File: config.mk
export PLATFORM = sky130hd
export DESIGN_NAME = perf_monitor_top
export DESIGN_NICKNAME = d
export VERILOG_FILES = /design/src/hdl/perf_pkg.sv /design/src/hdl/perf_event_counters.sv /design/src/hdl/reuse_sampler.sv /design/src/hdl/expiry_tracker.sv /design/src/hdl/trace_arbiter.sv /design/src/hdl/perf_readout.sv /design/src/hdl/perf_monitor_top.sv
export VERILOG_INCLUDE_DIRS = /design/src /design/src/hdl
export SDC_FILE = /design/constraint.sdc
export NUM_CORES = 2
export LEC_CHECK = 0
export BUFFER_PORTS_ARGS = -buffer_cell sky130_fd_sc_hd__buf_2
export CAP_MARGIN = 20
export CORE_ASPECT_RATIO = 0.5
export CORE_UTILIZATION = 41
export DETAILED_ROUTE_END_ITERATION = 10
export GPL_TIMING_DRIVEN = 0
export PLACE_DENSITY = 0.53
export SLEW_MARGIN = 10
export SYNTH_ARGS = -nofsm -noshare
export SYNTH_HDL_FRONTEND = slang
export SYNTH_SLANG_ARGS = --single-unit
File: constraint.sdc
create_clock -name clock_i -period 6.8 [get_ports clock_i]
set_input_delay 1.36 -clock clock_i [delete_from_list [all_inputs] [get_ports clock_i]]
set_output_delay 1.36 -clock clock_i [all_outputs]
set_load 0.02 [all_outputs]
File: src/hdl/perf_defines.svh
`ifndef PERF_DEFINES_SVH
`define PERF_DEFINES_SVH

`define PERF_CNT_W        64
`define PERF_WORD_W       32
`define PERF_TAG_W        16
`define PERF_LINES        32
`define PERF_TRACE_DEPTH  16
`define PERF_ENABLE_BIT   24    // count enable in comm_i

`define PERF_HALF_W       (`PERF_WORD_W / 2)
`define PERF_TRACKER_MARK 16'hE000    // upper half of a tracker record
`define PERF_CODE_COUNT   4'd12       // readout code for the trace count

`endif

File: src/hdl/perf_pkg.sv
`include "perf_defines.svh"

package perf_pkg;

	typedef logic [`PERF_WORD_W-1:0] perf_word_t;
	typedef logic [`PERF_CNT_W-1:0] perf_cnt_t;
	typedef logic [`PERF_TAG_W-1:0] cache_tag_t;
	typedef logic [$clog2(`PERF_TRACE_DEPTH)-1:0] trace_idx_t;

	// value 3 is not listed, it reads as counters
	typedef enum logic [1:0] {
		MODE_COUNTERS = 2'd0,
		MODE_SAMPLER  = 2'd1,
		MODE_TRACKER  = 2'd2
	} monitor_mode_e;

	typedef enum logic {
		SMP_IDLE,
		SMP_ARMED
	} sampler_state_e;

	typedef struct packed {
		logic       valid;
		perf_word_t data;
	} trace_wr_t;

endpackage

File: src/hdl/perf_event_counters.sv
`include "perf_defines.svh"

module perf_event_counters (
	input  logic                 clock_i,
	input  logic                 resetn_i,
	input  logic                 hit_i,
	input  logic                 miss_i,
	input  logic                 writeback_i,
	input  logic                 expired_i,
	input  logic                 defaulted_i,
	input  perf_pkg::perf_word_t comm_i,
	output perf_pkg::perf_cnt_t  hit_cnt_o,
	output perf_pkg::perf_cnt_t  miss_cnt_o,
	output perf_pkg::perf_cnt_t  wb_cnt_o,
	output perf_pkg::perf_cnt_t  expired_cnt_o,
	output perf_pkg::perf_cnt_t  defaulted_cnt_o,
	output perf_pkg::perf_cnt_t  walltime_cnt_o
);

	import perf_pkg::*;

	localparam int N_CNT = 6;

	logic             count_en;
	logic [N_CNT-1:0] strobe;
	perf_cnt_t        cnt_q [N_CNT];

	assign count_en = comm_i[`PERF_ENABLE_BIT];

	// index order: hit, miss, wb, expired, defaulted, walltime
	assign strobe = {
		1'b1,            // wall time counts every enabled cycle
		defaulted_i,
		expired_i,
		writeback_i,
		miss_i,
		hit_i
	};

	always_ff @(posedge clock_i) begin
		if (!resetn_i) begin
			for (int i = 0; i < N_CNT; i++) begin
				cnt_q[i] <= '0;
			end
		end else if (count_en) begin
			for (int i = 0; i < N_CNT; i++) begin
				if (strobe[i]) begin
					cnt_q[i] <= cnt_q[i] + 1'b1;
				end
			end
		end
	end

	assign hit_cnt_o       = cnt_q[0];
	assign miss_cnt_o      = cnt_q[1];
	assign wb_cnt_o        = cnt_q[2];
	assign expired_cnt_o   = cnt_q[3];
	assign defaulted_cnt_o = cnt_q[4];
	assign walltime_cnt_o  = cnt_q[5];

endmodule

File: src/hdl/reuse_sampler.sv
`include "perf_defines.svh"

module reuse_sampler (
	input  logic                 clock_i,
	input  logic                 resetn_i,
	input  logic                 en_i,
	input  logic                 req_i,
	input  perf_pkg::cache_tag_t tag_ref_i,
	input  logic                 grant_i,
	output perf_pkg::trace_wr_t  wr_o
);

	import perf_pkg::*;

	sampler_state_e           state_q;
	cache_tag_t               armed_tag_q;
	logic [`PERF_HALF_W-1:0]  interval_q;
	trace_wr_t                wr_q;
	logic                     take_req;
	logic                     tag_match;

	assign take_req  = req_i & en_i & ~wr_q.valid;    // dropped while a record waits
	assign tag_match = take_req & (tag_ref_i == armed_tag_q);

	always_ff @(posedge clock_i) begin
		if (!resetn_i) begin
			state_q    <= SMP_IDLE;
			interval_q <= '0;
			wr_q.valid <= 1'b0;
		end else begin
			if (grant_i) begin
				wr_q.valid <= 1'b0;
			end
			case (state_q)
				SMP_IDLE: begin
					if (take_req) begin
						armed_tag_q <= tag_ref_i;
						interval_q  <= 1;    // one edge apart on the next cycle
						state_q     <= SMP_ARMED;
					end
				end
				SMP_ARMED: begin
					if (tag_match) begin
						wr_q.valid <= 1'b1;
						wr_q.data  <= {armed_tag_q, interval_q};
						state_q    <= SMP_IDLE;
					end else if (interval_q != '1) begin
						interval_q <= interval_q + 1'b1;    // saturates at 0xffff
					end
				end
			endcase
		end
	end

	assign wr_o = wr_q;

endmodule

File: src/hdl/expiry_tracker.sv
`include "perf_defines.svh"

module expiry_tracker (
	input  logic                    clock_i,
	input  logic                    resetn_i,
	input  logic                    en_i,
	input  logic                    req_i,
	input  logic [`PERF_LINES-1:0]  expired_flags_i,
	input  logic                    grant_i,
	output perf_pkg::trace_wr_t     wr_o
);

	import perf_pkg::*;

	localparam int ONES_W = $clog2(`PERF_LINES) + 1;    // holds 0 to PERF_LINES

	logic [ONES_W-1:0] ones;
	trace_wr_t         wr_q;

	// population count of the expired lines
	always_comb begin
		ones = '0;
		for (int i = 0; i < `PERF_LINES; i++) begin
			ones = ones + ONES_W'(expired_flags_i[i]);
		end
	end

	always_ff @(posedge clock_i) begin
		if (!resetn_i) begin
			wr_q.valid <= 1'b0;
		end else begin
			if (grant_i) begin
				wr_q.valid <= 1'b0;
			end
			if (req_i && en_i && !wr_q.valid) begin
				wr_q.valid <= 1'b1;
				wr_q.data  <= {`PERF_TRACKER_MARK, {(`PERF_HALF_W - ONES_W){1'b0}}, ones};
			end
		end
	end

	assign wr_o = wr_q;

endmodule

File: src/hdl/trace_arbiter.sv
`include "perf_defines.svh"

module trace_arbiter (
	input  logic                                clock_i,
	input  logic                                resetn_i,
	input  perf_pkg::trace_wr_t                 tracker_wr_i,
	input  perf_pkg::trace_wr_t                 sampler_wr_i,
	output logic                                tracker_grant_o,
	output logic                                sampler_grant_o,
	input  perf_pkg::trace_idx_t                rd_idx_i,
	output perf_pkg::perf_word_t                rd_data_o,
	output logic                                full_o,
	output logic [$clog2(`PERF_TRACE_DEPTH):0]  count_o
);

	import perf_pkg::*;

	perf_word_t mem_q [`PERF_TRACE_DEPTH];
	trace_idx_t wr_ptr_q;
	logic       full_q;
	logic       wr_en;
	perf_word_t wr_data;

	// tracker wins, nothing granted once full
	assign tracker_grant_o = tracker_wr_i.valid & ~full_q;
	assign sampler_grant_o = sampler_wr_i.valid & ~tracker_wr_i.valid & ~full_q;

	assign wr_en   = tracker_grant_o | sampler_grant_o;
	assign wr_data = tracker_grant_o ? tracker_wr_i.data : sampler_wr_i.data;

	always_ff @(posedge clock_i) begin
		if (wr_en) begin
			mem_q[wr_ptr_q] <= wr_data;
		end
	end

	always_ff @(posedge clock_i) begin
		if (!resetn_i) begin
			wr_ptr_q <= '0;
			full_q   <= 1'b0;
		end else if (wr_en) begin
			wr_ptr_q <= wr_ptr_q + 1'b1;    // wraps to 0 on the last entry
			if (wr_ptr_q == trace_idx_t'(`PERF_TRACE_DEPTH - 1)) begin
				full_q <= 1'b1;
			end
		end
	end

	assign rd_data_o = mem_q[rd_idx_i];
	assign full_o    = full_q;
	assign count_o   = {full_q, wr_ptr_q};    // reads 16 when full

endmodule

File: src/hdl/perf_readout.sv
`include "perf_defines.svh"

module perf_readout (
	input  logic                                clock_i,
	input  logic                                resetn_i,
	input  perf_pkg::monitor_mode_e             select_i,
	input  perf_pkg::perf_word_t                comm_i,
	input  perf_pkg::perf_cnt_t                 hit_cnt_i,
	input  perf_pkg::perf_cnt_t                 miss_cnt_i,
	input  perf_pkg::perf_cnt_t                 wb_cnt_i,
	input  perf_pkg::perf_cnt_t                 expired_cnt_i,
	input  perf_pkg::perf_cnt_t                 defaulted_cnt_i,
	input  perf_pkg::perf_cnt_t                 walltime_cnt_i,
	input  perf_pkg::perf_word_t                trace_data_i,
	input  logic                                trace_full_i,
	input  logic [$clog2(`PERF_TRACE_DEPTH):0]  trace_count_i,
	output perf_pkg::trace_idx_t                trace_idx_o,
	output logic                                sampler_en_o,
	output logic                                tracker_en_o,
	output logic                                stall_o,
	output perf_pkg::perf_word_t                comm_o
);

	import perf_pkg::*;

	perf_word_t cnt_slice;

	assign sampler_en_o = (select_i == MODE_SAMPLER);
	assign tracker_en_o = (select_i == MODE_TRACKER);
	assign stall_o      = trace_full_i & (sampler_en_o | tracker_en_o);
	assign trace_idx_o  = comm_i[$bits(trace_idx_t)-1:0];

	always_comb begin
		case (comm_i[3:0])
			4'd0:  cnt_slice = hit_cnt_i[`PERF_WORD_W-1:0];
			4'd1:  cnt_slice = hit_cnt_i[`PERF_CNT_W-1:`PERF_WORD_W];
			4'd2:  cnt_slice = miss_cnt_i[`PERF_WORD_W-1:0];
			4'd3:  cnt_slice = miss_cnt_i[`PERF_CNT_W-1:`PERF_WORD_W];
			4'd4:  cnt_slice = wb_cnt_i[`PERF_WORD_W-1:0];
			4'd5:  cnt_slice = wb_cnt_i[`PERF_CNT_W-1:`PERF_WORD_W];
			4'd6:  cnt_slice = walltime_cnt_i[`PERF_WORD_W-1:0];    // cycles enabled
			4'd7:  cnt_slice = walltime_cnt_i[`PERF_CNT_W-1:`PERF_WORD_W];
			4'd8:  cnt_slice = expired_cnt_i[`PERF_WORD_W-1:0];
			4'd9:  cnt_slice = expired_cnt_i[`PERF_CNT_W-1:`PERF_WORD_W];
			4'd10: cnt_slice = defaulted_cnt_i[`PERF_WORD_W-1:0];
			4'd11: cnt_slice = defaulted_cnt_i[`PERF_CNT_W-1:`PERF_WORD_W];
			`PERF_CODE_COUNT: cnt_slice = perf_word_t'(trace_count_i);
			default: cnt_slice = '0;
		endcase
	end

	always_ff @(posedge clock_i) begin
		if (!resetn_i) begin
			comm_o <= '0;
		end else begin
			comm_o <= (sampler_en_o | tracker_en_o) ? trace_data_i : cnt_slice;
		end
	end

endmodule

File: src/hdl/perf_monitor_top.sv
`include "perf_defines.svh"

module perf_monitor_top (
	input  logic                     clock_i,
	input  logic                     resetn_i,
	input  logic                     hit_i,
	input  logic                     miss_i,
	input  logic                     writeback_i,
	input  logic                     expired_i,
	input  logic                     defaulted_i,
	input  logic                     req_i,
	input  perf_pkg::cache_tag_t     tag_ref_i,
	input  logic [`PERF_LINES-1:0]   expired_flags_i,
	input  perf_pkg::perf_word_t     comm_i,
	input  perf_pkg::monitor_mode_e  select_i,
	output perf_pkg::perf_word_t     comm_o,
	output logic                     stall_o
);

	import perf_pkg::*;

	perf_cnt_t  hit_cnt, miss_cnt, wb_cnt, expired_cnt, defaulted_cnt, walltime_cnt;
	trace_wr_t  sampler_wr, tracker_wr;
	logic       sampler_grant, tracker_grant;
	logic       sampler_en, tracker_en;
	trace_idx_t trace_idx;
	perf_word_t trace_data;
	logic       trace_full;
	logic [$clog2(`PERF_TRACE_DEPTH):0] trace_count;

	perf_event_counters u_counters (
		.clock_i         (clock_i),
		.resetn_i        (resetn_i),
		.hit_i           (hit_i),
		.miss_i          (miss_i),
		.writeback_i     (writeback_i),
		.expired_i       (expired_i),
		.defaulted_i     (defaulted_i),
		.comm_i          (comm_i),
		.hit_cnt_o       (hit_cnt),
		.miss_cnt_o      (miss_cnt),
		.wb_cnt_o        (wb_cnt),
		.expired_cnt_o   (expired_cnt),
		.defaulted_cnt_o (defaulted_cnt),
		.walltime_cnt_o  (walltime_cnt)
	);

	reuse_sampler u_sampler (
		.clock_i   (clock_i),
		.resetn_i  (resetn_i),
		.en_i      (sampler_en),
		.req_i     (req_i),
		.tag_ref_i (tag_ref_i),
		.grant_i   (sampler_grant),
		.wr_o      (sampler_wr)
	);

	expiry_tracker u_tracker (
		.clock_i         (clock_i),
		.resetn_i        (resetn_i),
		.en_i            (tracker_en),
		.req_i           (req_i),
		.expired_flags_i (expired_flags_i),
		.grant_i         (tracker_grant),
		.wr_o            (tracker_wr)
	);

	trace_arbiter u_arbiter (
		.clock_i         (clock_i),
		.resetn_i        (resetn_i),
		.tracker_wr_i    (tracker_wr),
		.sampler_wr_i    (sampler_wr),
		.tracker_grant_o (tracker_grant),
		.sampler_grant_o (sampler_grant),
		.rd_idx_i        (trace_idx),
		.rd_data_o       (trace_data),
		.full_o          (trace_full),
		.count_o         (trace_count)
	);

	perf_readout u_readout (
		.clock_i         (clock_i),
		.resetn_i        (resetn_i),
		.select_i        (select_i),
		.comm_i          (comm_i),
		.hit_cnt_i       (hit_cnt),
		.miss_cnt_i      (miss_cnt),
		.wb_cnt_i        (wb_cnt),
		.expired_cnt_i   (expired_cnt),
		.defaulted_cnt_i (defaulted_cnt),
		.walltime_cnt_i  (walltime_cnt),
		.trace_data_i    (trace_data),
		.trace_full_i    (trace_full),
		.trace_count_i   (trace_count),
		.trace_idx_o     (trace_idx),
		.sampler_en_o    (sampler_en),
		.tracker_en_o    (tracker_en),
		.stall_o         (stall_o),
		.comm_o          (comm_o)
	);

endmodule

==> metrics.txt <==
Synth Area in Simple Gates 0.138; cells after synthesis 3532; Worst Hold Margin 476 ps; Yosys warnings 0; Yosys reg bits 1006; Post-Synth Adder-Cell Area 0.0157; worst-path cell chain buf_2, ha_1, inv_1, fa_1, fa_1, fa_1, fa_1, fa_1, fa_1, inv_1, fa_1, fa_1, a21o_1, a21oi_1, xnor2_1; Setup crit start kind primary input; largest net degree at the start of global routing 58; ys flop type edfxtp_1; Hold Path Class flop to flop; CTS root buffer clkbuf_16; Starting Density 0.417; input/output buffers 91; PwrDens 257 nW/um^2; row count 87; Synth-to-Final Area Change 14.0%; Syn Area/Cell 13.4 um^2; fin area 54100 um^2; sequential share of the synthesized area 0.625; setup ws final 1170 ps; clk sink count 1006; Period minus WS final 5630 ps; GRT Overall Usage 0.271; full die area 117000 um^2; clock slew at reported path FFs 70 ps; mux cell area share after synthesis 0.0781; Post-synth EDFFs 950; crit-path max FO 2; DRT Pass-1 Iters 6; ys async rst share 0; gr ovfl total 0; slowest CP cell fa_1; PostCTS Resize Cnt 0; Max Root-Sink Buffers 3; Placed Area 51100 um^2; TritonCTS clock tree yes; Slew @ Worst Pin 1170 ps; final setup fails 0; Final ANT Viol Nets 0; Final GP Congestion 1.05; Buffers & Inverters on Critical Path 3; final hold vios 0; dpl cells 5196; layout cell share with drive strength beyond 1 0.138; # IOs 123; family with the most delay on the worst path adder cells; XOR/XNOR Fraction of Synth Area 0.0631; post-synthesis compound-gate area fraction 0.0553; Avg WL per Cell 29.7 um; Worst slew margin 0.214; 1st-iter DRT viols 4237; routed wire length 160000 um; Nets 3915; static leakage 17.2 nW; die height 243 um; post-synthesis cell type count 66; largest family of logic cells by synthesized area simple AND/OR/NAND/NOR gates; Worst Setup Path Type primary input to flop; CORE AREA 114000 um^2; Tcrit/Tclk final 0.827; CP most frequent cell fa_1; delay of the slowest critical-path stage 570 ps; status finished, final reports clean; crit end category flop; Max VDD drop 199 uV; Vias 32396; Critical Path RT 7260 ps; antenna violations before repair 14; post-DP HPWL 118000 um; max-cap viol count 0; Post-CTS Setup Bufs 0; WP data arrival 6090 ps; Syn Nets 3667; post-DR vias/cell 6.03; Util after Layout 0.476; CTS H-tree lvls 3; TritonCTS Buffers 93; hold buffers post-CTS 0; first-pass GRT wire length 227000 um; final non-filler cell total 5374; vias in the first global route 30476; FMAX 0.178 GHz; die width 483 um; synthesized area 47400 um^2; Slew Viols, Final 0; clk_skew 36.2 ps; worst slack, placed 436 ps; DR DRC count 0; Worst-Skew Late Latency 730 ps; RSZ-0062 raised after global routing no
## metal layers
metal,wire [um],share of wire,vias to the layer above,track usage
met5,80,0.00050,-,0
met1,69800,0.44,16601,0.395
met2,69200,0.43,1498,0.398
li1,-,-,14013,-
met3,14900,0.093,270,0.0607
met4,5630,0.035,14,0.0916
## sequential cells by signal (all words and copies together) (netlist names)
name	count
u_arbiter.mem_q	512
u_counters.cnt_q	384
u_sampler.wr_o	33
u_readout.comm_o	32
u_sampler.armed_tag_q	16
u_sampler.interval_q	16
u_tracker.wr_o	7
u_arbiter.wr_ptr_q	4
u_arbiter.full_o	1
u_sampler.state_q	1
## logic make-up after synthesis
family | count (synthesis)
AOI/OAI and AO/OA | 373
xor gates and xnor gates | 342
muxes | 169
and+or+nand+nor | 1291
adders and majority gates | 45
buffers and inverters | 306
DFF | 1006
## worst paths after layout
| kind | start | cells past startpoint | slack [ps] | endpoint |
|---|---|---|---|---|
| setup / recovery | expired_flags_i[0] | 15 | 1170 | u_tracker.wr_o[4] |
| hold / removal | u_sampler.armed_tag_q[2] | 0 | 480 | u_sampler.wr_o[18] |
| hold reg to reg | u_sampler.armed_tag_q[2] | 0 | 480 | u_sampler.wr_o[18] |
| setup reg to reg | u_counters.cnt_q[0][33] | 8 | 3440 | u_counters.cnt_q[0][61] |
## power breakdown
part / leakage, nW / switching (mW) / total (mW) / internal, mW
Combinational: 6.06 / 0.777 / 1.32 / 0.539
Sequential: 9.69 / 0.335 / 7.30 / 6.96
Clock: 1.46 / 2.45 / 5.31 / 2.86
## metrics by stage
step | setup TNS [ps] | power, mW
2_1_floorplan | 0 | 8.13
3_3_place_gp | -43420 | 8.70
3_5_place_dp | 0 | 8.73
4_1_cts | 0 | 14.0
5_1_grt | 0 | 14.4
6_report | 0 | 13.9
## placed cells by master, fill, tap and decap left out, types with 31 or more instances in the layout
cell type	n
edfxtp_1	950
nor2_1	417
xnor2_1	180
nand2_1	168
nand3_1	165
xor2_1	162
mux4_2	160
clkbuf_1	151
inv_1	135
nand4_1	122
buf_2	112
nor3_1	105
clkbuf_16	96
a22oi_1	93
a21oi_1	64
and3_1	59
o21ai_0	58
or3_1	58
dfxtp_1	56
a22o_1	49
nor4_1	40
a221oi_1	38
and2_1	36
and4_1	32
o22ai_1	31
## layout make-up
type / instances / area (um^2)
Fill cell: 10037 / 59500
Sequential cell: 1006 / 29600
Multi-Input combinational cell: 2220 / 16800
Clock buffer: 130 / 2610
Tap cell: 1513 / 1890
Timing Repair Buffer: 153 / 1550
Buffer: 170 / 667
Inverter: 136 / 510
Clock inverter: 42 / 402
Antenna cell: 4 / 10.0
## worst register-to-register path, stage by stage (launching register included)
cell,delay [ps]
edfxtp_1,320
clkbuf_1,560
and4_1,310
nand4_1,240
nor4_1,960
buf_2,390
nand3_1,120
xor2_1,160
nor2_1,60
## cell usage after synthesis (5+ instances only)
library cell / number / share of area
and3_1: 59 / 0.0078
nor4_4: 6 / 0.0027
nor2b_1: 7 / 0.00092
dfxtp_1: 56 / 0.024
fa_1: 24 / 0.010
edfxtp_1: 950 / 0.60
nand3_1: 165 / 0.017
a22o_1: 49 / 0.0090
o211ai_1: 5 / 0.00079
o221a_2: 5 / 0.0012
nor2_1: 430 / 0.034
a221o_1: 7 / 0.0015
mux2_2: 8 / 0.0019
nor4b_1: 6 / 0.0011
ha_1: 21 / 0.0055
buf_2: 21 / 0.0022
xor2_1: 162 / 0.030
nand4_1: 122 / 0.016
o22ai_1: 31 / 0.0041
xnor2_1: 180 / 0.033
clkbuf_1: 127 / 0.010
a222oi_1: 5 / 0.0011
or3_1: 58 / 0.0076
mux4_2: 160 / 0.076
a221oi_1: 38 / 0.0070
nand2_1: 173 / 0.014
inv_1: 135 / 0.011
nor3_1: 110 / 0.012
a22oi_1: 93 / 0.015
and4_1: 32 / 0.0059
o21ai_0: 58 / 0.0061
nor4_1: 42 / 0.0055
and2_1: 36 / 0.0047
buf_1: 21 / 0.0017
a21oi_1: 64 / 0.0068
or4_1: 7 / 0.0011
nand2b_1: 9 / 0.0012
Note: power is estimated with default switching activity, not from simulation.
